==> src/rtl/soc_macros.svh <==
// SRAM decode ignores address bits above 19 and the SRAM mirrors inside its 256 KiB window
`ifndef SOC_MACROS_SVH
`define SOC_MACROS_SVH

// ======================================================================
// Bus widths
// ======================================================================

`define SOC_W_ADDR          32
`define SOC_W_DATA          32
`define SOC_W_PADDR         16

// ======================================================================
// AHB address map
// ======================================================================

// Internal boot/stack SRAM lives at 0x80000..0xbffff
`define SOC_SRAM_BASE       32'h0008_0000
`define SOC_SRAM_MASK       32'h000c_0000
`define SOC_APB_BASE        32'h000c_0000
`define SOC_APB_MASK        32'h000c_0000

// Depth in 32-bit words where 2^11 words make 8 KiB
`define SOC_SRAM_DEPTH_LOG2 11

// APB slots are decoded on paddr[15:12]
`define SOC_APB_GPIO_BASE   16'h0000
`define SOC_APB_PWM_BASE    16'h1000
`define SOC_APB_TBIO_BASE   16'hf000
`define SOC_APB_SLOT_MASK   16'hf000

`define SOC_N_PADS          11
`define SOC_W_PWM           8

`endif

==> src/rtl/soc_pkg.sv <==
// Bus structs for a single AHB-Lite master without hburst or hprot, APB has no pprot or pstrb
`include "soc_macros.svh"

package soc_pkg;

typedef logic [`SOC_W_DATA-1:0] word_t;
typedef logic [`SOC_N_PADS-1:0] pad_vec_t;

typedef enum logic [1:0] {
	IDLE   = 2'b00,
	BUSY   = 2'b01,
	NONSEQ = 2'b10,
	SEQ    = 2'b11
} htrans_e;

// Address-phase signals of one AHB-Lite transfer
typedef struct packed {
	logic [`SOC_W_ADDR-1:0] haddr;
	logic                   hwrite;
	htrans_e                htrans;
	logic [2:0]             hsize;
} ahb_addr_t;

typedef struct packed {
	logic  hready_resp;
	logic  hresp;
	word_t hrdata;
} ahb_resp_t;

typedef struct packed {
	logic [`SOC_W_PADDR-1:0] paddr;
	logic                    psel;
	logic                    penable;
	logic                    pwrite;
	word_t                   pwdata;
} apb_req_t;

typedef struct packed {
	word_t prdata;
	logic  pready;
	logic  pslverr;
} apb_resp_t;

// Data-phase owner in the AHB splitter
typedef enum logic [1:0] {SLOT_DEFAULT, SLOT_SRAM, SLOT_BRIDGE} ahb_slot_e;

// Bridge sequencing where the access cycle that sees pslverr is the first error cycle
typedef enum logic [1:0] {BR_IDLE, BR_SETUP, BR_ACCESS, BR_ERR} bridge_state_e;

endpackage

==> src/rtl/gpio.sv <==
// padin is asynchronous and reaches the IN register after two flops, pads reset as inputs driving zero
`include "soc_macros.svh"

module gpio
	import soc_pkg::*;
#(
	parameter int N_PADS = `SOC_N_PADS
) (
	input  logic              clk_sys,
	input  logic              rst_n,

	input  apb_req_t          apbs_req,
	output apb_resp_t         apbs_resp,

	output logic [N_PADS-1:0] padout,
	output logic [N_PADS-1:0] padoe,
	input  logic [N_PADS-1:0] padin
);

localparam logic [11:0] REG_OUT = 12'h000;
localparam logic [11:0] REG_OE  = 12'h004;
localparam logic [11:0] REG_IN  = 12'h008;

logic [N_PADS-1:0] out_q;
logic [N_PADS-1:0] oe_q;
logic [N_PADS-1:0] in_meta;
logic [N_PADS-1:0] in_sync;
logic [11:0]       offs;
logic              wr_en;

assign offs  = apbs_req.paddr[11:0];
assign wr_en = apbs_req.psel && apbs_req.penable && apbs_req.pwrite;

always_ff @(posedge clk_sys or negedge rst_n) begin
	if (!rst_n) begin
		out_q   <= '0;
		oe_q    <= '0;
		in_meta <= '0;
		in_sync <= '0;
	end else begin
		in_meta <= padin;
		in_sync <= in_meta;
		if (wr_en && offs == REG_OUT)
			out_q <= apbs_req.pwdata[N_PADS-1:0];
		if (wr_en && offs == REG_OE)
			oe_q <= apbs_req.pwdata[N_PADS-1:0];
	end
end

assign padout = out_q;
assign padoe  = oe_q;

always_comb begin
	apbs_resp.pready  = 1'b1;
	apbs_resp.pslverr = 1'b0;
	case (offs)
		REG_OUT: apbs_resp.prdata = {{(`SOC_W_DATA-N_PADS){1'b0}}, out_q};
		REG_OE:  apbs_resp.prdata = {{(`SOC_W_DATA-N_PADS){1'b0}}, oe_q};
		REG_IN:  apbs_resp.prdata = {{(`SOC_W_DATA-N_PADS){1'b0}}, in_sync};
		default: apbs_resp.prdata = '0;
	endcase
end

endmodule

==> config.mk <==
export PLATFORM = sky130hd
export DESIGN_NAME = gpio
export DESIGN_NICKNAME = d
export VERILOG_FILES = /design/src/rtl/soc_pkg.sv /design/src/rtl/gpio.sv
export VERILOG_INCLUDE_DIRS = /design/src /design/src/rtl
export SDC_FILE = /design/constraint.sdc
export NUM_CORES = 1
export LEC_CHECK = 0
export ABC_AREA = 1
export CAP_MARGIN = 40
export CORE_UTILIZATION = 30
export DETAILED_ROUTE_END_ITERATION = 10
export DONT_BUFFER_PORTS = 1
export SLEW_MARGIN = 20
export SYNTH_ARGS = -nofsm -noshare
export SYNTH_HDL_FRONTEND = slang
export SYNTH_SLANG_ARGS = --single-unit
==> constraint.sdc <==
create_clock -name clk_sys -period 2.1 [get_ports clk_sys]
set_input_delay 0.315 -clock clk_sys [delete_from_list [all_inputs] [get_ports clk_sys]]
set_output_delay 0.315 -clock clk_sys [all_outputs]
set_load 0.005 [all_outputs]
==> reports/results.ini <==
[timing]
relSlewSlack_pct = 63.00
worstMarginPinSlew_ns = 0.5535
rsz0062_at_grt = false
post-route-worst-setup-slack_ns = 0.5522
drv_slew = 0
setup_tns_ns = 0
finalSetupViolations = 0
period_share_pct = 73.70
fmax_mhz = 646.1
finClkSkew_ns = 0.005089
period_needed_ns = 1.548
hold_viol_final = 0

[clock_network]
cts_tree = built
cts_root_buf = clkbuf_8
ctsLongestPathBuffers = 2
clkSinkCount = 44
cts_buffers = 5
clk_latency_ns = 0.29
path_clk_slew_ns = 0.08
htree_levels = 2

[place]
hpwlAfterDp_mm = 3.096
io_buffers = 0
gp_congestion = 0.7123
pre_cts_slack_ns = 0.4633

[power_and_ir_drop]
clockPowerShare_pct = 42.5
internal_power_uw = 1303
p_leak_uw = 0.001068
power_frac_comb_pct = 3.9
p_sw_share_pct = 20.13
p_switching_uw = 328.5
seqPwrFrac_pct = 53.6
pwr_density_cell_mw_per_mm2 = 767.2
ir_drop_mv = 0.5048

[min_path]
hold_path_class = input port to register

[detailed_routing]
wl_per_cell_um = 15.08
drtAntennaViolNets = 0
drc = 0
vias_per_cell = 4.881
vias = 1430
drt_wl_total_mm = 4.419
drt-pass1-iter-count = 4
drt-initial-drc-count = 63

[grt]
globalRouteOverflowTotal = 0
grt_util_all_layers_pct = 13.43
grt_max_degree = 45
grt_pass1_wl_mm = 7.231
antenna_found_initial = 0
gr-usage-met3_pct = 4.550
top_usage_layer = met2
grt_util_met1_pct = 15.81
grt.met2_usage_pct = 22.32
grt_pass1_vias = 1427

[logic_synthesis]
syn_area_mm2 = 0.002004
ys_ff_latch = 44
avgSynthCellArea_um2 = 9.280
ys_types = 13
yosys_warnings = 0
syn_inst = 216
yosysSeqAreaShare_pct = 54.93

[critical_path]
end_kind = output pin
crit_required_ns = 1.78
path_cells = nor2_1, nand2_1, nor2_4, buf_4, nand3_1, nand3_1
crit_fanout = 30
startpoint_type = input port
cp_common_cell = nand3_1
worstPathArrival_ns = 1.23
slowest_stage = buf_4
path_class = input port to output pin
cp_slowest_stage_delay_ns = 0.31

[layout]
antenna_cells = 0
layout.nets = 279
fillers = 657
areaGrowthSynthToFinish_pct = 6.117
register_area_mm2 = 0.001101
post-route-util_pct = 33.31
drive_above_1_share_pct = 11.11
multiInputGateArea_um2 = 690.7

[floorplanning]
die_height_um = 83.74
num_rows = 29
die_w_um = 83.74
core_mm2 = 0.006386
start_util_pct = 31.39
dieArea_mm2 = 0.007012
ios = 120

[run]
maxCapViolCount = 0

[outcome]
run_status = complete, no violations

## per-layer routing
layer | share of wire [%] | wire [um]
met2 | 48 | 2132
met5 | 0 | 0
met3 | 9.0 | 396
met1 | 41 | 1793
met4 | 2.2 | 96
## synth_stat cells
cell type,n,share of area (%)
and3_1,1,0.31
buf_6,5,2.8
nand3_1,46,11
nor2_1,6,1.1
clkbuf_1,2,0.37
nand2_1,50,9.4
buf_2,8,2.0
conb_1,2,0.37
nor2_2,2,0.62
dfrtp_1,44,55
buf_4,24,9.0
nand4_1,22,6.9
inv_2,4,0.75
## power by group through the flow
stage	Sequential (uW)	Clock, uW	Combinational [uW]
final	874	693	64.1
after global routing	876	753	75.1
after CTS	875	723	65.5
after detailed placement	892	0	40.3
after global placement	891	0	40.3
after floorplan	890	0	62.0
## per-stage QoR
stage          hold WS [ns]  cells  instance area, um^2  total power [uW]
2_1_floorplan       0.01941    237                 2083             951.6
3_3_place_gp        0.02041    283                 1963             930.9
3_5_place_dp        0.02043    283                 1963             932.2
4_1_cts             0.02647    293                 2127              1663
5_1_grt             0.01761    293                 2127              1704
6_report            0.03980    293                 2127              1632
## cell type report
type | count | area share (%)
Clock buffer | 7 | 4.529
Clock inverter | 1 | 1.412
Inverter | 4 | 0.7059
Multi-Input combinational cell | 150 | 32.47
Sequential cell | 44 | 51.76
Tap cell | 77 | 4.529
Timing Repair Buffer | 10 | 4.588
## final timing paths
kind | start | cells past startpoint | end | slack (ns)
worst min-delay path | padin[0] | 0 | in_meta[0]$_DFF_PN0_ | 0.04
worst min register to register | in_meta[3]$_DFF_PN0_ | 0 | in_sync[3]$_DFF_PN0_ | 0.35
worst max-delay path | apbs_req[46] | 6 | apbs_resp[3] | 0.55
max in group asynchronous | rst_n | 2 | in_sync[10]$_DFF_PN0_ | 1.37
min in group asynchronous | rst_n | 2 | in_sync[2]$_DFF_PN0_ | 0.51
worst max register to register | padout[3]$_DFFE_PN0P_ | 2 | padout[3]$_DFFE_PN0P_ | 1.41
## cells in the final DEF, fill, tap and decap left out, drive strengths merged
master,n
nor2,8
bufinv,1
inv,4
conb,23
dfrtp,44
and3,1
nand4,22
nand3,46
clkbuf,7
nand2,50
dlygate4sd3,1
buf,9
## sequential cells by signal, summed over array words and instances (netlist names)
register,flops
padoe,11
in_sync,11
in_meta,11
padout,11
## kinds of logic after synthesis
kind of cell	after synthesis	synth area share, %
flops	44	54.93
buf+inv	43	14.92
other cells	2	0.3747
simple gates	127	29.78
## critical path: cells and delay by family
kind                   cells  cell delay [ns]
and+or+nand+nor            5             0.60
buffers and inverters      1             0.31
## repair_timing
action / in CTS / in global routing
gates resized for setup: 0 / 0
buffers inserted: 0 / 0
hold endpoints to repair: 44 / 0
hold buffers: 2 / 0
No activity file was read; power rests on OpenSTA's default activity.
