==> config.mk <==
export PLATFORM = sky130hd
export DESIGN_NAME = apb_splitter
export DESIGN_NICKNAME = d
export VERILOG_FILES = /design/src/rtl/soc_pkg.sv /design/src/rtl/apb_splitter.sv
export VERILOG_INCLUDE_DIRS = /design/src /design/src/rtl
export SDC_FILE = /design/constraint.sdc
export NUM_CORES = 1
export LEC_CHECK = 0
export ABC_CLOCK_PERIOD_IN_PS = 1400
export BUFFER_PORTS_ARGS = -buffer_cell sky130_fd_sc_hd__buf_4
export CAP_MARGIN = 30
export CELL_PAD_IN_SITES_DETAIL_PLACEMENT = 1
export CELL_PAD_IN_SITES_GLOBAL_PLACEMENT = 1
export CORE_MARGIN = 8
export CORE_UTILIZATION = 14
export DETAILED_ROUTE_END_ITERATION = 16
export GPL_TIMING_DRIVEN = 0
export PLACE_DENSITY_LB_ADDON = 0.12
export SYNTH_ARGS = -nofsm -noshare
export SYNTH_HDL_FRONTEND = slang
export SYNTH_SLANG_ARGS = --single-unit
==> constraint.sdc <==
create_clock -name vclk -period 1.4
set_input_delay 0.28 -clock vclk [all_inputs]
set_output_delay 0.28 -clock vclk [all_outputs]
set_load 0.01 [all_outputs]
==> src/rtl/soc_macros.svh <==
// SRAM decode ignores address bits above 19 and the SRAM mirrors inside its 256 KiB window
`ifndef SOC_MACROS_SVH
`define SOC_MACROS_SVH

// ======================================================================
// Bus widths
// ======================================================================

`define SOC_W_ADDR          32
`define SOC_W_DATA          32
`define SOC_W_PADDR         16

// ======================================================================
// AHB address map
// ======================================================================

// Internal boot/stack SRAM lives at 0x80000..0xbffff
`define SOC_SRAM_BASE       32'h0008_0000
`define SOC_SRAM_MASK       32'h000c_0000
`define SOC_APB_BASE        32'h000c_0000
`define SOC_APB_MASK        32'h000c_0000

// Depth in 32-bit words where 2^11 words make 8 KiB
`define SOC_SRAM_DEPTH_LOG2 11

// APB slots are decoded on paddr[15:12]
`define SOC_APB_GPIO_BASE   16'h0000
`define SOC_APB_PWM_BASE    16'h1000
`define SOC_APB_TBIO_BASE   16'hf000
`define SOC_APB_SLOT_MASK   16'hf000

`define SOC_N_PADS          11
`define SOC_W_PWM           8

`endif

==> src/rtl/soc_pkg.sv <==
// Bus structs for a single AHB-Lite master without hburst or hprot, APB has no pprot or pstrb
`include "soc_macros.svh"

package soc_pkg;

typedef logic [`SOC_W_DATA-1:0] word_t;
typedef logic [`SOC_N_PADS-1:0] pad_vec_t;

typedef enum logic [1:0] {
	IDLE   = 2'b00,
	BUSY   = 2'b01,
	NONSEQ = 2'b10,
	SEQ    = 2'b11
} htrans_e;

// Address-phase signals of one AHB-Lite transfer
typedef struct packed {
	logic [`SOC_W_ADDR-1:0] haddr;
	logic                   hwrite;
	htrans_e                htrans;
	logic [2:0]             hsize;
} ahb_addr_t;

typedef struct packed {
	logic  hready_resp;
	logic  hresp;
	word_t hrdata;
} ahb_resp_t;

typedef struct packed {
	logic [`SOC_W_PADDR-1:0] paddr;
	logic                    psel;
	logic                    penable;
	logic                    pwrite;
	word_t                   pwdata;
} apb_req_t;

typedef struct packed {
	word_t prdata;
	logic  pready;
	logic  pslverr;
} apb_resp_t;

// Data-phase owner in the AHB splitter
typedef enum logic [1:0] {SLOT_DEFAULT, SLOT_SRAM, SLOT_BRIDGE} ahb_slot_e;

// Bridge sequencing where the access cycle that sees pslverr is the first error cycle
typedef enum logic [1:0] {BR_IDLE, BR_SETUP, BR_ACCESS, BR_ERR} bridge_state_e;

endpackage

==> src/rtl/apb_splitter.sv <==
// Slots are 4 KiB on paddr[15:12], unused slots answer at once with zero data and no error
`include "soc_macros.svh"

module apb_splitter
	import soc_pkg::*;
(
	input  apb_req_t  apbs_req,
	output apb_resp_t apbs_resp,

	output apb_req_t  gpio_req,
	input  apb_resp_t gpio_resp,
	output apb_req_t  pwm_req,
	input  apb_resp_t pwm_resp,
	output apb_req_t  tbio_req,
	input  apb_resp_t tbio_resp
);

localparam apb_resp_t STUB_RESP = '{prdata: '0, pready: 1'b1, pslverr: 1'b0};

logic hit_gpio;
logic hit_pwm;
logic hit_tbio;

assign hit_gpio = (apbs_req.paddr & `SOC_APB_SLOT_MASK) == `SOC_APB_GPIO_BASE;
assign hit_pwm  = (apbs_req.paddr & `SOC_APB_SLOT_MASK) == `SOC_APB_PWM_BASE;
assign hit_tbio = (apbs_req.paddr & `SOC_APB_SLOT_MASK) == `SOC_APB_TBIO_BASE;

always_comb begin
	// Address keeps its slot bits, each slave decodes only its offset
	gpio_req      = apbs_req;
	gpio_req.psel = apbs_req.psel && hit_gpio;
	pwm_req       = apbs_req;
	pwm_req.psel  = apbs_req.psel && hit_pwm;
	tbio_req      = apbs_req;
	tbio_req.psel = apbs_req.psel && hit_tbio;

	if (hit_gpio)
		apbs_resp = gpio_resp;
	else if (hit_pwm)
		apbs_resp = pwm_resp;
	else if (hit_tbio)
		apbs_resp = tbio_resp;
	else
		apbs_resp = STUB_RESP;
end

endmodule

==> impl_results.md, run 1 <==
- Outcome: complete, but fails checks
- Violated checks: negative setup slack
- Cell repeated most along the worst path: sky130_fd_sc_hd__buf_12
- Layout filler cell count: 1661
- Sum of negative setup slack: -13300 ps
- Worst stage delay on the critical path: 550 ps
- RSZ-0062 raised after global routing: true
- Antenna violations before repair: 0
- Count of maximum capacitance violations: 0
- Synthesized area divided by synthesized cell count: 6.42 um2
- Clk network pwr share: 0
- Wire length of the first global-routing pass: 19000 um
- DRC Markers: 0
- Cell Area, Placed: between 0.004 and 0.005 mm2
- Proportion of layout cells with a drive suffix above 1: 0.863
- Internal portion of total power: roughly 900 uW
- Warnings, synthesis: 0
- Die Wd: around 130 um
- GPL Wtd Cong: just under 0.7
- CP Class: in -> out
- Area leader, netlist: sky130_fd_sc_hd__buf_4
- Worst hold start: apbs_req[3]
- Max Transition Viols Final: 0
- Cells traversed along the worst timing path: buf_8 -> or4_4 -> buf_12 -> buf_12 -> nor2_2 -> a21oi_1 -> buf_4
- Largest net degree at the start of global routing: 11
- Area used by sequential logic in the layout: 0 um2
- Period minus WS final: roughly 1800 ps
- Worst VDD drop: between 0.1 and 0.15 mV
- Placeable core region: 0.0138 mm2
- Number of global-route vias before repair: 3413
- Number of port buffers: 294
- Switching Share: 0.371
- Max Freq: 0.551 GHz
- Iter 0 DRT Violations: 26
- Crit path launch type: primary input
- Class of the tightest hold or removal check: in -> out
- GR Util All Layers: 0.132
- Syn Std Cell Area: 0.00197 mm2
- Count of different cell masters after synthesis: 21
- Antenna cell count: 0
- Grt ovf: 0
- Area contributors post-synth: sky130_fd_sc_hd__buf_4, sky130_fd_sc_hd__nor2_2, sky130_fd_sc_hd__a21oi_1
- Worst setup EP type: output port
- Nets: 766
- Wire length per cell: about 17 um
- Hold path depth: 2
- Mean number of vias per cell: 3.79
- Net switching power: 515 uW
- IO Count: 340
- Length of the first detailed-routing pass in iterations: 4
- Leakage Power: 0.00254 uW
- Number of vias after detailed routing: 3000
- Detailed placer's ending HPWL: 11900 um
- Die height: ~130 um
- Arrival time of data at the critical path endpoint: 1540 ps
- Initial Util: 0.143
- Most frequent cells after synthesis: sky130_fd_sc_hd__buf_4, sky130_fd_sc_hd__nand2_1, sky130_fd_sc_hd__a21oi_1
- Library cell with the highest instance count after synthesis: sky130_fd_sc_hd__buf_4
- Final-report hold violation count: 0
- Area of the die: between 0.015 and 0.02 mm2
- Worst path buffer plus inverter count: 4
- Final worst slack: -416 ps
- Register area share after synthesis: 0
- Net count after synthesis: 460
- Measured slew at the worst slew-check pin: 258 ps
- Post-Layout Inst Area: ~0.0048 mm2
- Clock buffers: 0
- Synthesized netlist cell count: 307
- Slowest-stage cell, CP: sky130_fd_sc_hd__or4_4
- Number of placement rows: 43
- Final number of setup-violating endpoints: 35
- Worst max-slew margin expressed relative to the limit: 0.826
- Sequential cell count: 0
- Power per cell area: 287 mW/mm2
- Final Cycle Share: 1.30
- Power share of the combinational group: 1.000
- Worst-path fanout max: 7
- Proportion of netlist area held by the largest area contributor: 0.571
- Hold endpoint: pwm_req[3]
- Number of nets with antenna violations after routing: 0
- Total wirelength of the detailed-routed design: between 10000 and 15000 um
- Share of power burned in registers: 0
- Required time of the critical path: 1120 ps
- Worst path top cell family by delay: simple AND/OR/NAND/NOR gates
- Area growth syn-to-layout: 146%
[layer usage]
layer  global-route usage  wire length [um]  vias to the layer above
met5                    0                 0                        -
met4              0.00998               112                        0
met3               0.0654              1800                        6
met2                0.271              7350                      186
met1                0.113              4150                     1364
li1                     -                 -                     1444
[final cells by class]
cell class         count  area [um2]  area share
plain buffers        162        1240       0.256
inverters              2        11.3     0.00232
multi-input cells    141         972       0.201
well taps            180         225      0.0465
repair buffers       306        2400       0.494
[power groups by stage]
stage / registers, uW / logic [uW] / clock network [uW]
6_report: 0 / 1390 / 0
5_1_grt: 0 / 1490 / 0
4_1_cts: 0 / 1400 / 0
3_5_place_dp: 0 / 1320 / 0
3_3_place_gp: 0 / 1300 / 0
2_1_floorplan: 0 / 578 / 0
[layout by cell type, fill, tap and decap left out]
cell type                    synthesis  final
sky130_fd_sc_hd__buf_16              0      2
sky130_fd_sc_hd__and4_2              1      1
sky130_fd_sc_hd__o21ai_0            28     28
sky130_fd_sc_hd__nand2_1            34     34
sky130_fd_sc_hd__and2_1              1      1
sky130_fd_sc_hd__inv_1               2      1
sky130_fd_sc_hd__and3_1              2      2
sky130_fd_sc_hd__a22oi_2             0      1
sky130_fd_sc_hd__a21oi_2             0     20
sky130_fd_sc_hd__clkinvlp_4          0      1
sky130_fd_sc_hd__nor3_4              1      1
sky130_fd_sc_hd__o21ai_1             5      5
sky130_fd_sc_hd__a31o_2              1      1
sky130_fd_sc_hd__clkbuf_4            0      3
sky130_fd_sc_hd__buf_12              1      5
sky130_fd_sc_hd__nor2_4              1     31
sky130_fd_sc_hd__buf_4             150    446
sky130_fd_sc_hd__buf_8               2      2
sky130_fd_sc_hd__clkbuf_2            0      4
sky130_fd_sc_hd__buf_6               1      5
sky130_fd_sc_hd__a21oi_1            33     13
sky130_fd_sc_hd__buf_2               4      1
sky130_fd_sc_hd__nor2_2             29      2
sky130_fd_sc_hd__or4_4               1      1
[through the flow]
step | util | total power (uW) | cells | setup WS [ps] | hold slack, ps
after floorplan | - | 578 | 307 | -89.8 | 652
after global placement | 0.319 | 1300 | 781 | -664 | 740
after detailed placement | 0.319 | 1320 | 781 | -698 | 740
after CTS | 0.346 | 1400 | 789 | -426 | 740
after global routing | 0.350 | 1490 | 791 | -460 | 740
final | 0.350 | 1390 | 791 | -416 | 739
[cell families (layout without fill, tap and decap cells)]
family                 after synthesis  in the layout  share of synthesized area
buffers and inverters              166            470                      0.628
AOI/OAI and AO/OA                   68             68                      0.176
and+or+nand+nor                     73             73                      0.197
[worst max path at each step]
stage,cells after the start,to,from
2_1_floorplan,5,apbs_resp[10],apbs_req[50]
3_3_place_gp,6,apbs_resp[11],apbs_req[50]
3_5_place_dp,6,apbs_resp[28],apbs_req[50]
4_1_cts,7,apbs_resp[21],apbs_req[47]
5_1_grt,7,apbs_resp[13],apbs_req[48]
6_report,7,apbs_resp[22],apbs_req[48]
[timing repair]
| item | in CTS | in global routing |
|---|---|---|
| cloned | 3 | 0 |
| gates resized for setup | 62 | 20 |
| hold buffers | 0 | 0 |
| setup buffers | 7 | 3 |
| pin swaps | 3 | 5 |
| endpoints found under the setup margin | 37 | 37 |
(Power assumes the default switching activity.)
==> inputs of run 2 (changes only) <==
--- a/config.mk
+++ b/config.mk
@@ -16,6 +16,7 @@
 export DETAILED_ROUTE_END_ITERATION = 16
 export GPL_TIMING_DRIVEN = 0
 export PLACE_DENSITY_LB_ADDON = 0.12
+export REMOVE_ABC_BUFFERS = 1
 export SYNTH_ARGS = -nofsm -noshare
 export SYNTH_HDL_FRONTEND = slang
 export SYNTH_SLANG_ARGS = --single-unit
==> run 2 against run 1 <==
The flow still finishes with violations (negative setup slack). Non-clock buffer count down 296. First-iteration DRC count rose to 3.4 times the previous value. Global-route usage up 4.7 points. Largest cell class unchanged.
==> impl_results.md, run 2 (synthesis results as in run 1) <==
- Outcome: complete, but fails checks
- Violated checks: negative setup slack
- Slowest-stage cell, CP: sky130_fd_sc_hd__or4_4
- Total wirelength of the detailed-routed design: ~17000 um
- Mean number of vias per cell: about 4.3
- Area of the die: 0.0181 mm2
- GPL Wtd Cong: ~0.70
- Class of the tightest hold or removal check: in -> out
- Arrival time of data at the critical path endpoint: around 1500 ps
- Placed cell count: 481
- Cells traversed along the worst timing path: buf_12 -> or4_4 -> clkbuf_16 -> nor2_4 -> a21oi_2 -> buf_4
- Worst path top cell family by delay: simple AND/OR/NAND/NOR gates
- Detailed placer's ending HPWL: 14500 um
- Placeable core region: around 0.014 mm2
- Final-layout worst hold slack: 560 ps
- Antenna cell count: 0
- Worst VDD drop: 0.128 mV
- Worst stage delay on the critical path: 580 ps
- Wire length of the first global-routing pass: 22500 um
- Length of the first detailed-routing pass in iterations: 4
- Nets: approximately 470
- Worst setup EP type: output port
- CP Class: in -> out
- IO Count: 340
- RSZ-0062 raised after global routing: true
- Required time of the critical path: between 1000 and 1500 ps
- Max Freq: ~0.57 GHz
- Proportion of layout cells with a drive suffix above 1: 0.707
- Die Wd: 135 um
- Grt ovf: 0
- Count of maximum capacitance violations: 0
- Final-report hold violation count: 0
- Overall power after layout: 633 uW
- Crit path launch type: primary input
- Measured slew at the worst slew-check pin: between 200 and 300 ps
- Wire length per cell: 35.1 um
- Number of port buffers: 156
- Number of nets with antenna violations after routing: 0
- Hold endpoint: gpio_req[13]
- Number of global-route vias before repair: 2378
- Sequential cell count: 0
- Final number of setup-violating endpoints: 34
- Max Transition Viols Final: 0
- Clock buffers: 0
- Final worst slack: -341 ps
- Largest net degree at the start of global routing: 23
- Iter 0 DRT Violations: 89
- Worst max-slew margin expressed relative to the limit: 0.823
- DRC Markers: 0
- Period minus WS final: between 1500 and 2000 ps
- Worst path buffer plus inverter count: 3
- Power per cell area: approximately 240 mW/mm2
- Number of placement rows: 43
- Worst hold start: apbs_req[13]
- Highest-count cells in the layout ignoring fill and taps: sky130_fd_sc_hd__buf_4, sky130_fd_sc_hd__nand2_1, sky130_fd_sc_hd__o21ai_0
- Number of vias after detailed routing: 2131
- Hold path depth: 0
- Worst-path fanout max: 8
- Antenna violations before repair: 3
- Final Cycle Share: 1.24
- Die height: 135 um
- Initial Util: 0.143
- Area used by sequential logic in the layout: 0 um2
- GR Util All Layers: 0.179
- Most frequent standard cell in the layout excluding fill and tap cells: sky130_fd_sc_hd__buf_4
- Area growth syn-to-layout: 33.0%
- Final cell count without fillers: approximately 500
- Leakage Power: 0.00114 uW
-- run 2: area by class of cell --
cell class / count / area [um2]
Tap cell: 180 / 225
Timing Repair Buffer: 172 / 1490
Fill cell: 1657 / 11200
Inverter: 2 / 11.3
Multi-Input combinational cell: 143 / 897
-- run 2: where the power goes --
group          leakage (uW)  internal (uW)  switching (uW)
combinational       0.00114            378             256
sequential                0              0               0
clock                     0              0               0
-- run 2: metal layers --
metal,up-vias,share of wire,global-route usage
met3,12,0.24,0.194
li1,864,-,-
met5,-,0.011,0.0875
met1,938,0.31,0.162
met2,305,0.44,0.275
met4,12,0.0011,0.000624
-- run 2: worst max path at each step --
stage,startpoint,endpoint,slack (ps),cells after the start
floorplan,apbs_req[50],apbs_resp[0],-170,3
global placement,apbs_req[50],apbs_resp[29],-1210,5
detailed placement,apbs_req[47],apbs_resp[1],-750,5
CTS,apbs_req[48],apbs_resp[14],-340,6
global route,apbs_req[50],apbs_resp[3],-370,6
finish,apbs_req[50],apbs_resp[23],-340,6
-- run 2: what timing repair did --
item	in CTS	in global routing
endpoints found under the setup margin	37	37
hold buffers	0	0
endpoints found under the hold margin	0	0
gates resized for setup	21	32
pin swaps	6	3
cloned	2	2
buffers inserted	10	3
-- run 2: through the flow --
step | utilization | area (um2) | worst slack (ps) | setup TNS, ps
2_1_floorplan | - | 742 | -174 | -5670
3_3_place_gp | 0.155 | 2140 | -1210 | -40170
3_5_place_dp | 0.159 | 2190 | -750 | -22890
4_1_cts | 0.175 | 2430 | -337 | -9950
5_1_grt | 0.190 | 2620 | -374 | -11640
6_report | 0.190 | 2620 | -341 | -10340
