**src/rtl/soc_macros.svh**
```systemverilog
// SRAM decode ignores address bits above 19 and the SRAM mirrors inside its 256 KiB window
`ifndef SOC_MACROS_SVH
`define SOC_MACROS_SVH

// ======================================================================
// Bus widths
// ======================================================================

`define SOC_W_ADDR          32
`define SOC_W_DATA          32
`define SOC_W_PADDR         16

// ======================================================================
// AHB address map
// ======================================================================

// Internal boot/stack SRAM lives at 0x80000..0xbffff
`define SOC_SRAM_BASE       32'h0008_0000
`define SOC_SRAM_MASK       32'h000c_0000
`define SOC_APB_BASE        32'h000c_0000
`define SOC_APB_MASK        32'h000c_0000

// Depth in 32-bit words where 2^11 words make 8 KiB
`define SOC_SRAM_DEPTH_LOG2 11

// APB slots are decoded on paddr[15:12]
`define SOC_APB_GPIO_BASE   16'h0000
`define SOC_APB_PWM_BASE    16'h1000
`define SOC_APB_TBIO_BASE   16'hf000
`define SOC_APB_SLOT_MASK   16'hf000

`define SOC_N_PADS          11
`define SOC_W_PWM           8

`endif

```
**src/rtl/soc_pkg.sv**
```systemverilog
// Bus structs for a single AHB-Lite master without hburst or hprot, APB has no pprot or pstrb
`include "soc_macros.svh"

package soc_pkg;

typedef logic [`SOC_W_DATA-1:0] word_t;
typedef logic [`SOC_N_PADS-1:0] pad_vec_t;

typedef enum logic [1:0] {
	IDLE   = 2'b00,
	BUSY   = 2'b01,
	NONSEQ = 2'b10,
	SEQ    = 2'b11
} htrans_e;

// Address-phase signals of one AHB-Lite transfer
typedef struct packed {
	logic [`SOC_W_ADDR-1:0] haddr;
	logic                   hwrite;
	htrans_e                htrans;
	logic [2:0]             hsize;
} ahb_addr_t;

typedef struct packed {
	logic  hready_resp;
	logic  hresp;
	word_t hrdata;
} ahb_resp_t;

typedef struct packed {
	logic [`SOC_W_PADDR-1:0] paddr;
	logic                    psel;
	logic                    penable;
	logic                    pwrite;
	word_t                   pwdata;
} apb_req_t;

typedef struct packed {
	word_t prdata;
	logic  pready;
	logic  pslverr;
} apb_resp_t;

// Data-phase owner in the AHB splitter
typedef enum logic [1:0] {SLOT_DEFAULT, SLOT_SRAM, SLOT_BRIDGE} ahb_slot_e;

// Bridge sequencing where the access cycle that sees pslverr is the first error cycle
typedef enum logic [1:0] {BR_IDLE, BR_SETUP, BR_ACCESS, BR_ERR} bridge_state_e;

endpackage

```
**src/rtl/pwm_tiny.sv**
```systemverilog
// Free-running 8-bit PWM with a period of 256 clocks and no prescaler, output idles at the invert level
`include "soc_macros.svh"

module pwm_tiny
	import soc_pkg::*;
(
	input  logic      clk_sys,
	input  logic      rst_n,

	input  apb_req_t  apbs_req,
	output apb_resp_t apbs_resp,

	output logic      lcd_pwm
);

localparam int          W_PWM    = `SOC_W_PWM;
localparam logic [11:0] REG_CTRL = 12'h000;
localparam logic [11:0] REG_CMP  = 12'h004;

logic             en_q;
logic             inv_q;
logic [W_PWM-1:0] cmp_q;
logic [W_PWM-1:0] ctr_q;
logic [11:0]      offs;
logic             wr_en;

assign offs  = apbs_req.paddr[11:0];
assign wr_en = apbs_req.psel && apbs_req.penable && apbs_req.pwrite;

always_ff @(posedge clk_sys or negedge rst_n) begin
	if (!rst_n) begin
		en_q  <= 1'b0;
		inv_q <= 1'b0;
		cmp_q <= '0;
		ctr_q <= '0;
	end else begin
		ctr_q <= en_q ? ctr_q + 1'b1 : '0;
		if (wr_en && offs == REG_CTRL) begin
			en_q  <= apbs_req.pwdata[0];
			inv_q <= apbs_req.pwdata[1];
		end
		if (wr_en && offs == REG_CMP)
			cmp_q <= apbs_req.pwdata[W_PWM-1:0];
	end
end

// High for cmp_q counts of every 256 while running
assign lcd_pwm = en_q ? (ctr_q < cmp_q) ^ inv_q : inv_q;

always_comb begin
	apbs_resp.pready  = 1'b1;
	apbs_resp.pslverr = 1'b0;
	case (offs)
		REG_CTRL: apbs_resp.prdata = {{(`SOC_W_DATA-2){1'b0}}, inv_q, en_q};
		REG_CMP:  apbs_resp.prdata = {{(`SOC_W_DATA-W_PWM){1'b0}}, cmp_q};
		default:  apbs_resp.prdata = '0;
	endcase
end

endmodule

```
**config.mk**
```make
export PLATFORM = sky130hd
export DESIGN_NAME = pwm_tiny
export DESIGN_NICKNAME = d
export VERILOG_FILES = /design/src/rtl/soc_pkg.sv /design/src/rtl/pwm_tiny.sv
export VERILOG_INCLUDE_DIRS = /design/src /design/src/rtl
export SDC_FILE = /design/constraint.sdc
export NUM_CORES = 1
export LEC_CHECK = 0
export BUFFER_PORTS_ARGS = -buffer_cell sky130_fd_sc_hd__buf_2
export CAP_MARGIN = 5
export CORE_MARGIN = 4
export CORE_UTILIZATION = 37
export DETAILED_ROUTE_END_ITERATION = 10
export PLACE_DENSITY_LB_ADDON = 0.08
export SLEW_MARGIN = 20
export SYNTH_ARGS = -nofsm -noshare
export SYNTH_HDL_FRONTEND = slang
export SYNTH_SLANG_ARGS = --single-unit
```
**constraint.sdc**
```tcl
create_clock -name clk_sys -period 1.45 [get_ports clk_sys]
set_input_delay 0.0725 -clock clk_sys [delete_from_list [all_inputs] [get_ports clk_sys]]
set_output_delay 0.0725 -clock clk_sys [all_outputs]
set_load 0.02 [all_outputs]
```
==> run summary, run 1 <==
Initial DRC Count - 42
Clock Latency Late Sink - 0.30 ns
Failing checks - setup timing
Pwr dens - 583 nW/um2
# nets final - 252
DR pass1 iterations - 4
Routed wire per std cell - 11.5 um
Worst hold-check path type - in -> reg
Root Driver - clkbuf_4
Sequential-to-total area share from yosys stat - 36.4%
Synth cell types - 30
Ant diodes - 0
Skew final - 0.00291 ns
Cell with the most instances after synthesis - buf_4
Fmax - 0.508 GHz
Buffers on Ports - 33
Area delta synth->final - 32.2%
Largest family of logic cells by synthesized area - simple AND/OR/NAND/NOR gates
Max_cap viols - 0
Overall routing resource usage - 13.8%
Clock tree buffer depth - 2
Die ar. - 4340 um2
Critical Path RT - 1.38 ns
Yosys top cell by area - dfrtp_1
Clock tree sinks - 18
WL final - 2700 um
Post-DP Area - 1460 um2
Top cell type's share of synthesized area - 36.4%
Largest net degree at the start of global routing - 19
Simple-gate share of the synthesized area - 20.4%
Dpl ws - -0.263 ns
CTS tree - built
Worst Path Arrival - 1.90 ns
Yosys warning total - 0
Setup TNS - -0.519 ns
Post-synthesis adder-cell area fraction - 8.08%
Chip width - 65.9 um
Mux contribution to synthesized area - 2.73%
Outcome - complete, but fails checks
Vias in the first global route - 1016
Yosys reg bits - 18
Peak VDD IR - 0.496 mV
CTS H-Tree Depth - 1
Max Fanout on Critical Path - 2
Post-Synth XOR/XNOR Area - 4.95%
Area contributors post-synth - dfrtp_1 36%, buf_4 16%, ha_1 8.1%
DR DRC count - 0
Initial antenna violation count - 0
Final number of setup-violating endpoints - 1
Synth async-reset ratio - 100%
ANT nets after route - 0
Layout cells sized above 1 - 37.9%
EDFF count, synth - 0
Critical path type - reg -> out
Worst R2R Path Depth - 5
Dpl hpwl - 2160 um
WHS - 0.192 ns
Syn Inst Count - 130
CTS Buf Count - 3
GRT Residual Overflow - 0
Worst-path clk slew - 0.10 ns
Syn avg cell area - 9.53 um2
Core footprint - 3130 um2
Mapped Area - 1240 um2
Max Slew Vio Count - 0
Final Hold Viols - 0
Hold Path Stages - 3
Fin area - 1640 um2
Minimum clock period - 1.97 ns
Ports - 88
Starting Density - 39.6%
Post-synth top flop - dfrtp_1
Die extent in y - 65.9 um
First-pass GRT wire length - 4660 um
Gp weighted congestion - 0.714
Compound-Gate Fraction of Synth Area - 7.47%
Detailed-route via count - 1023
Post-synth top cells - 26 x buf_4, 18 x dfrtp_1, 8 x ha_1, 8 x nand2_1, 8 x nor3_1
CP Capture Type - primary output
Tcrit/Tclk final - 136%
Crit start category - flip-flop
RSZ-0062 raised after global routing - true
Pleak - 0.906 nW
Rows - 20
Final critical-path setup slack - -0.519 ns
Vias per cell - 4.37
==> metal layers <==
layer / part of all wire [%] / routed length, um / GRT usage [%] / vias up
li1: - / - / - / 505
met1: 39 / 1050 / 16.2 / 485
met2: 54 / 1460 / 24.8 / 33
met3: 6.7 / 180 / 4.25 / 0
met4: 0 / 0 / 2.07 / 0
met5: 0 / 0 / 0 / -
==> flip-flops by register name, indices dropped and copies added (netlist names) <==
name / cells
cmp_q: 8
ctr_q: 8
en_q: 1
inv_q: 1
==> final cells by class <==
type	count	area, um2
Clock buffer	4	36.3
Fill cell	314	1490
Inverter	8	30.0
Multi-Input combinational cell	100	673
Sequential cell	18	450
Tap cell	44	55.1
Timing Repair Buffer	60	393
==> report_power, final <==
| part | internal (mW) | switching [mW] | total (mW) |
|---|---|---|---|
| Combinational | 0.0444 | 0.0941 | 0.138 |
| Clock | 0.153 | 0.161 | 0.314 |
| Sequential | 0.502 | 0.000313 | 0.503 |
| Total | 0.700 | 0.255 | 0.955 |
==> critical path: stages, from the launching register on <==
cell	delay, ns
dfrtp_1	0.40
inv_2	0.09
ha_4	0.20
a2111o_1	0.38
a31oi_2	0.16
o21ai_2	0.09
xnor2_2	0.14
buf_4	0.15
==> stage by stage <==
step	utilization [%]	cells	power, mW
after floorplan	-	154	0.634
after global placement	46.6	218	0.628
after detailed placement	46.6	218	0.630
after CTS	51.6	233	0.974
after global routing	52.4	234	1.01
final	52.4	234	0.955
==> path summary, 6_finish.rpt <==
check	from	to	slack (ns)
worst max-delay path	cmp_q[1]	lcd_pwm	-0.52
worst min-delay path	apbs_req[37]	en_q	0.19
worst max register to register	ctr_q[1]	ctr_q[5]	0.21
worst min register to register	ctr_q[0]	ctr_q[0]	0.53
max in group asynchronous	rst_n	ctr_q[1]	0.92
min in group asynchronous	rst_n	cmp_q[4]	0.24
==> cells in the final DEF (no fill, tap or decap) <==
cell type / synthesis / layout
mux2_1: 1 / 1
nor3_1: 8 / 8
ha_4: 0 / 1
nand3b_1: 1 / 1
nor4_2: 2 / 2
nand2_1: 8 / 8
xnor2_1: 5 / 4
nor2_2: 0 / 2
nand3_1: 6 / 6
inv_1: 7 / 6
and3_1: 2 / 2
ha_1: 8 / 7
xor2_1: 2 / 2
mux2_2: 2 / 2
conb_1: 2 / 26
a31oi_1: 2 / 1
inv_2: 0 / 1
nor2b_1: 1 / 1
buf_4: 26 / 19
o21ai_0: 5 / 4
a2111o_1: 1 / 1
nor3_2: 1 / 1
o21ai_2: 3 / 4
buf_2: 0 / 32
a31oi_2: 0 / 1
nor3_4: 1 / 1
nor2_1: 4 / 2
nand2b_1: 1 / 1
clkbuf_8: 0 / 1
dfrtp_1: 18 / 18
clkbuf_4: 0 / 3
xnor2_2: 0 / 1
a22o_1: 2 / 2
and2_1: 7 / 7
clkinv_1: 1 / 1
dlygate4sd3_1: 0 / 9
nand3_2: 1 / 1
==> timing repair <==
item                                    CTS  global route
hold endpoints to repair                 27             0
hold buffers                              9             0
pin swaps                                 2             0
setup buffers                             2             1
endpoints found under the setup margin    3             3
gates resized for setup                   2             4
==> cell families after synthesis <==
| group | Yosys count |
|---|---|
| xor+xnor | 7 |
| compound gates | 13 |
| simple gates | 43 |
| fa+ha+maj | 8 |
| flops | 18 |
| other cells | 2 |
| buf+inv | 36 |
| mux | 3 |
Power figures use the tool's default switching activity.
==> inputs of run 2 (changes only) <==
--- a/config.mk
+++ b/config.mk
@@ -12,6 +12,7 @@
 export CORE_UTILIZATION = 37
 export DETAILED_ROUTE_END_ITERATION = 10
 export PLACE_DENSITY_LB_ADDON = 0.08
+export SETUP_SLACK_MARGIN = 0.1
 export SLEW_MARGIN = 20
 export SYNTH_ARGS = -nofsm -noshare
 export SYNTH_HDL_FRONTEND = slang
==> run 2 against run 1 <==
  * The flow still finishes with violations (setup timing)
  * Routed wire length grew 2.7%
  * Clock power is essentially flat
  * Die area is the same
  * Worst hold slack lost 0.0039 ns
  * Count of clock-buffer cells in the layout is the same
  * Critical path depth is the same
  * Total power grew 0.70%
  * Final area grew 3.3%
  * Combinational power grew 4%
  * Flip-flop and latch count is the same
  * First-iteration DRC count grew 45%
  * Largest power group unchanged
  * Highest routed layer is now met4
==> run summary, run 2 (synthesized netlist as in run 1, its figures left out) <==
Outcome - complete, but fails checks
Failing checks - setup timing
Fillers - 309 (-1.6%)
Critical-path cell list - inv_2 -> ha_4 -> a2111o_1 -> a31oi_2 -> o21ai_2 -> xnor2_2 -> buf_4
Most frequent cells in the layout - 29 x buf_2, 26 x conb_1, 20 x buf_4
Pleak - 0.925 nW (+2.1%)
Core footprint - 3130 um2 (unchanged)
Peak VDD IR - 0.496 mV (about the same)
Worst hold-check path type - in -> reg
Starting Density - 39.6% (unchanged)
Ports - 88 (unchanged)
WL final - 2770 um (+2.7%)
Slowest-stage cell, CP - dfrtp_1
Minimum clock period - 1.97 ns (+0.000178 ns)
Max_cap viols - 0 (unchanged)
Final critical-path setup slack - -0.519 ns (-0.000178 ns)
Worst Path Buf+Inv - 2 (unchanged)
ANT nets after route - 0 (unchanged)
Post-DP Area - 1460 um2 (unchanged)
Max Fanout on Critical Path - 2 (unchanged)
Chip width - 65.9 um (unchanged)
R2r startpoint - ctr_q[1]
Critical Path RT - 1.38 ns (about the same)
Initial antenna violation count - 0 (unchanged)
Clock Latency Late Sink - 0.30 ns (about the same)
Detailed-route via count - 1032 (+0.88%)
Die extent in y - 65.9 um (unchanged)
Multi-input gate area - 712 um2 (+5.8%)
Buffers on Ports - 33 (unchanged)
Sequential share of power - 52.2% (-0.4 points)
Fin util - 54.1% (+1.7 points)
Gp weighted congestion - 0.714 (unchanged)
Worst Path Arrival - 1.90 ns (about the same)
Initial DRC Count - 61 (+45%)
CTS tree - built
Crit start category - flip-flop
Tcrit/Tclk final - 136% (about the same)
Switching power - 0.261 mW (+2.3%)
Max Slew Vio Count - 0 (unchanged)
CTS H-Tree Depth - 1 (unchanged)
Overall routing resource usage - 13.7% (-0.036 points)
RSZ-0062 raised after global routing - true
Final Hold Viols - 0 (unchanged)
# nets final - 252 (unchanged)
Largest registers - cmp_q: 8 flops, ctr_q: 8 flops
Routed wire per std cell - 11.8 um (+2.7%)
Die ar. - 4340 um2 (unchanged)
Fmax - 0.508 GHz (about the same)
Largest net degree at the start of global routing - 19 (unchanged)
DR pass1 iterations - 4 (unchanged)
Reg area - 450 um2 (unchanged)
DR DRC count - 0 (unchanged)
Clock tree sinks - 18 (unchanged)
WHS - 0.188 ns (-0.00386 ns)
Commonest non-fill, non-tap cell in the layout - buf_2
Worst-path clk slew - 0.10 ns (about the same)
Reg-to-Reg End - ctr_q[5]
Clock tree buffer depth - 2 (unchanged)
Pint - 0.701 mW (+0.13%)
CP peak stage delay - 0.40 ns (about the same)
Skew final - 0.00484 ns (+0.00193 ns)
Placed cells - 218 (unchanged)
Dpl hpwl - 2160 um (unchanged)
Comb pwr share - 14.9% (+0.4 points)
WHS Endpoint - en_q
Flop2flop setup slack - 0.21 ns (about the same)
Final Instance Count excl. Fillers - 234 (unchanged)
Switch share - 27.2% (+0.42 points)
Largest delay contributor family on the critical path - compound AO/OA/AOI/OAI gates
Layout cells sized above 1 - 41.1% (+3.2 points)
Worst R2R Path Depth - 5 (unchanged)
Fin area - 1690 um2 (+3.3%)
Root Driver - clkbuf_4
GRT Residual Overflow - 0 (unchanged)
Critical path type - reg -> out
Hold Path Stages - 3 (unchanged)
Ant diodes - 0 (unchanged)
Vias per cell - 4.41 (+0.88%)
First-pass GRT wire length - 4640 um (-0.30%)
CP Capture Type - primary output
CTS Buf Count - 3 (unchanged)
Clock power share - 32.9% (about the same)
Pwr dens - 569 nW/um2 (-2.5%)
Area delta synth->final - 36.6%
Final number of setup-violating endpoints - 1 (unchanged)
Rows - 20 (unchanged)
Vias in the first global route - 1015 (-0.098%)
Hold Path Origin - apbs_req[37]
-- run 2: cell type report --
type / count / area share [%]
well taps: 44 / 3.25
inverters: 8 / 1.78
repair buffers: 60 / 24.1
multi-input cells: 100 / 42.1
flip-flops and latches: 18 / 26.6
clock buffers: 4 / 2.14
-- run 2: worst reg2reg max path, cell delays in order (launching register included) --
cell and delay (ns):
dfrtp_1 0.40, buf_4 0.13, and3_1 0.23, nand3_1 0.12
xnor2_1 0.13, and2_1 0.15
-- run 2: repair_timing --
item / in CTS / in global routing
gates resized for setup: 4 / 14
pin swaps: 2 / 0
buffers inserted: 2 / 1
endpoints found under the setup margin: 3 / 9
hold endpoints to repair: 27 / 0
hold buffers: 9 / 0
-- run 2: worst max path at each step --
stage,start,end,depth (start not counted),slack [ns]
after CTS,cmp_q[1],lcd_pwm,7,-0.56
after global routing,cmp_q[1],lcd_pwm,7,-0.64
final,cmp_q[1],lcd_pwm,7,-0.52
after detailed placement,cmp_q[1],lcd_pwm,7,-0.26
after floorplan,cmp_q[1],lcd_pwm,6,-0.15
after global placement,cmp_q[1],lcd_pwm,7,-0.25
-- run 2: power by group through the flow --
stage / clock [mW] / combinational, mW / sequential (mW)
floorplan: 0 / 0.122 / 0.512
global placement: 0 / 0.115 / 0.512
detailed placement: 0 / 0.118 / 0.512
CTS: 0.334 / 0.137 / 0.503
global route: 0.359 / 0.158 / 0.503
finish: 0.316 / 0.143 / 0.503
-- run 2: metrics by stage --
| step | worst slack, ns | power [mW] | TNS [ns] |
|---|---|---|---|
| finish | -0.519 | 0.962 | -0.519 |
| global route | -0.645 | 1.02 | -0.645 |
| CTS | -0.565 | 0.974 | -0.565 |
| detailed placement | -0.263 | 0.630 | -0.289 |
| global placement | -0.247 | 0.628 | -0.247 |
| floorplan | -0.151 | 0.634 | -0.151 |
-- run 2: layer usage --
layer	up-vias	GRT usage, %	wire (um)	share of wire (%)
li1	505	-	-	-
met1	490	16.1	1080	39
met2	35	24.8	1500	54
met3	2	4.25	178	6.4
met4	0	2.07	16	0.58
met5	-	0	0	0
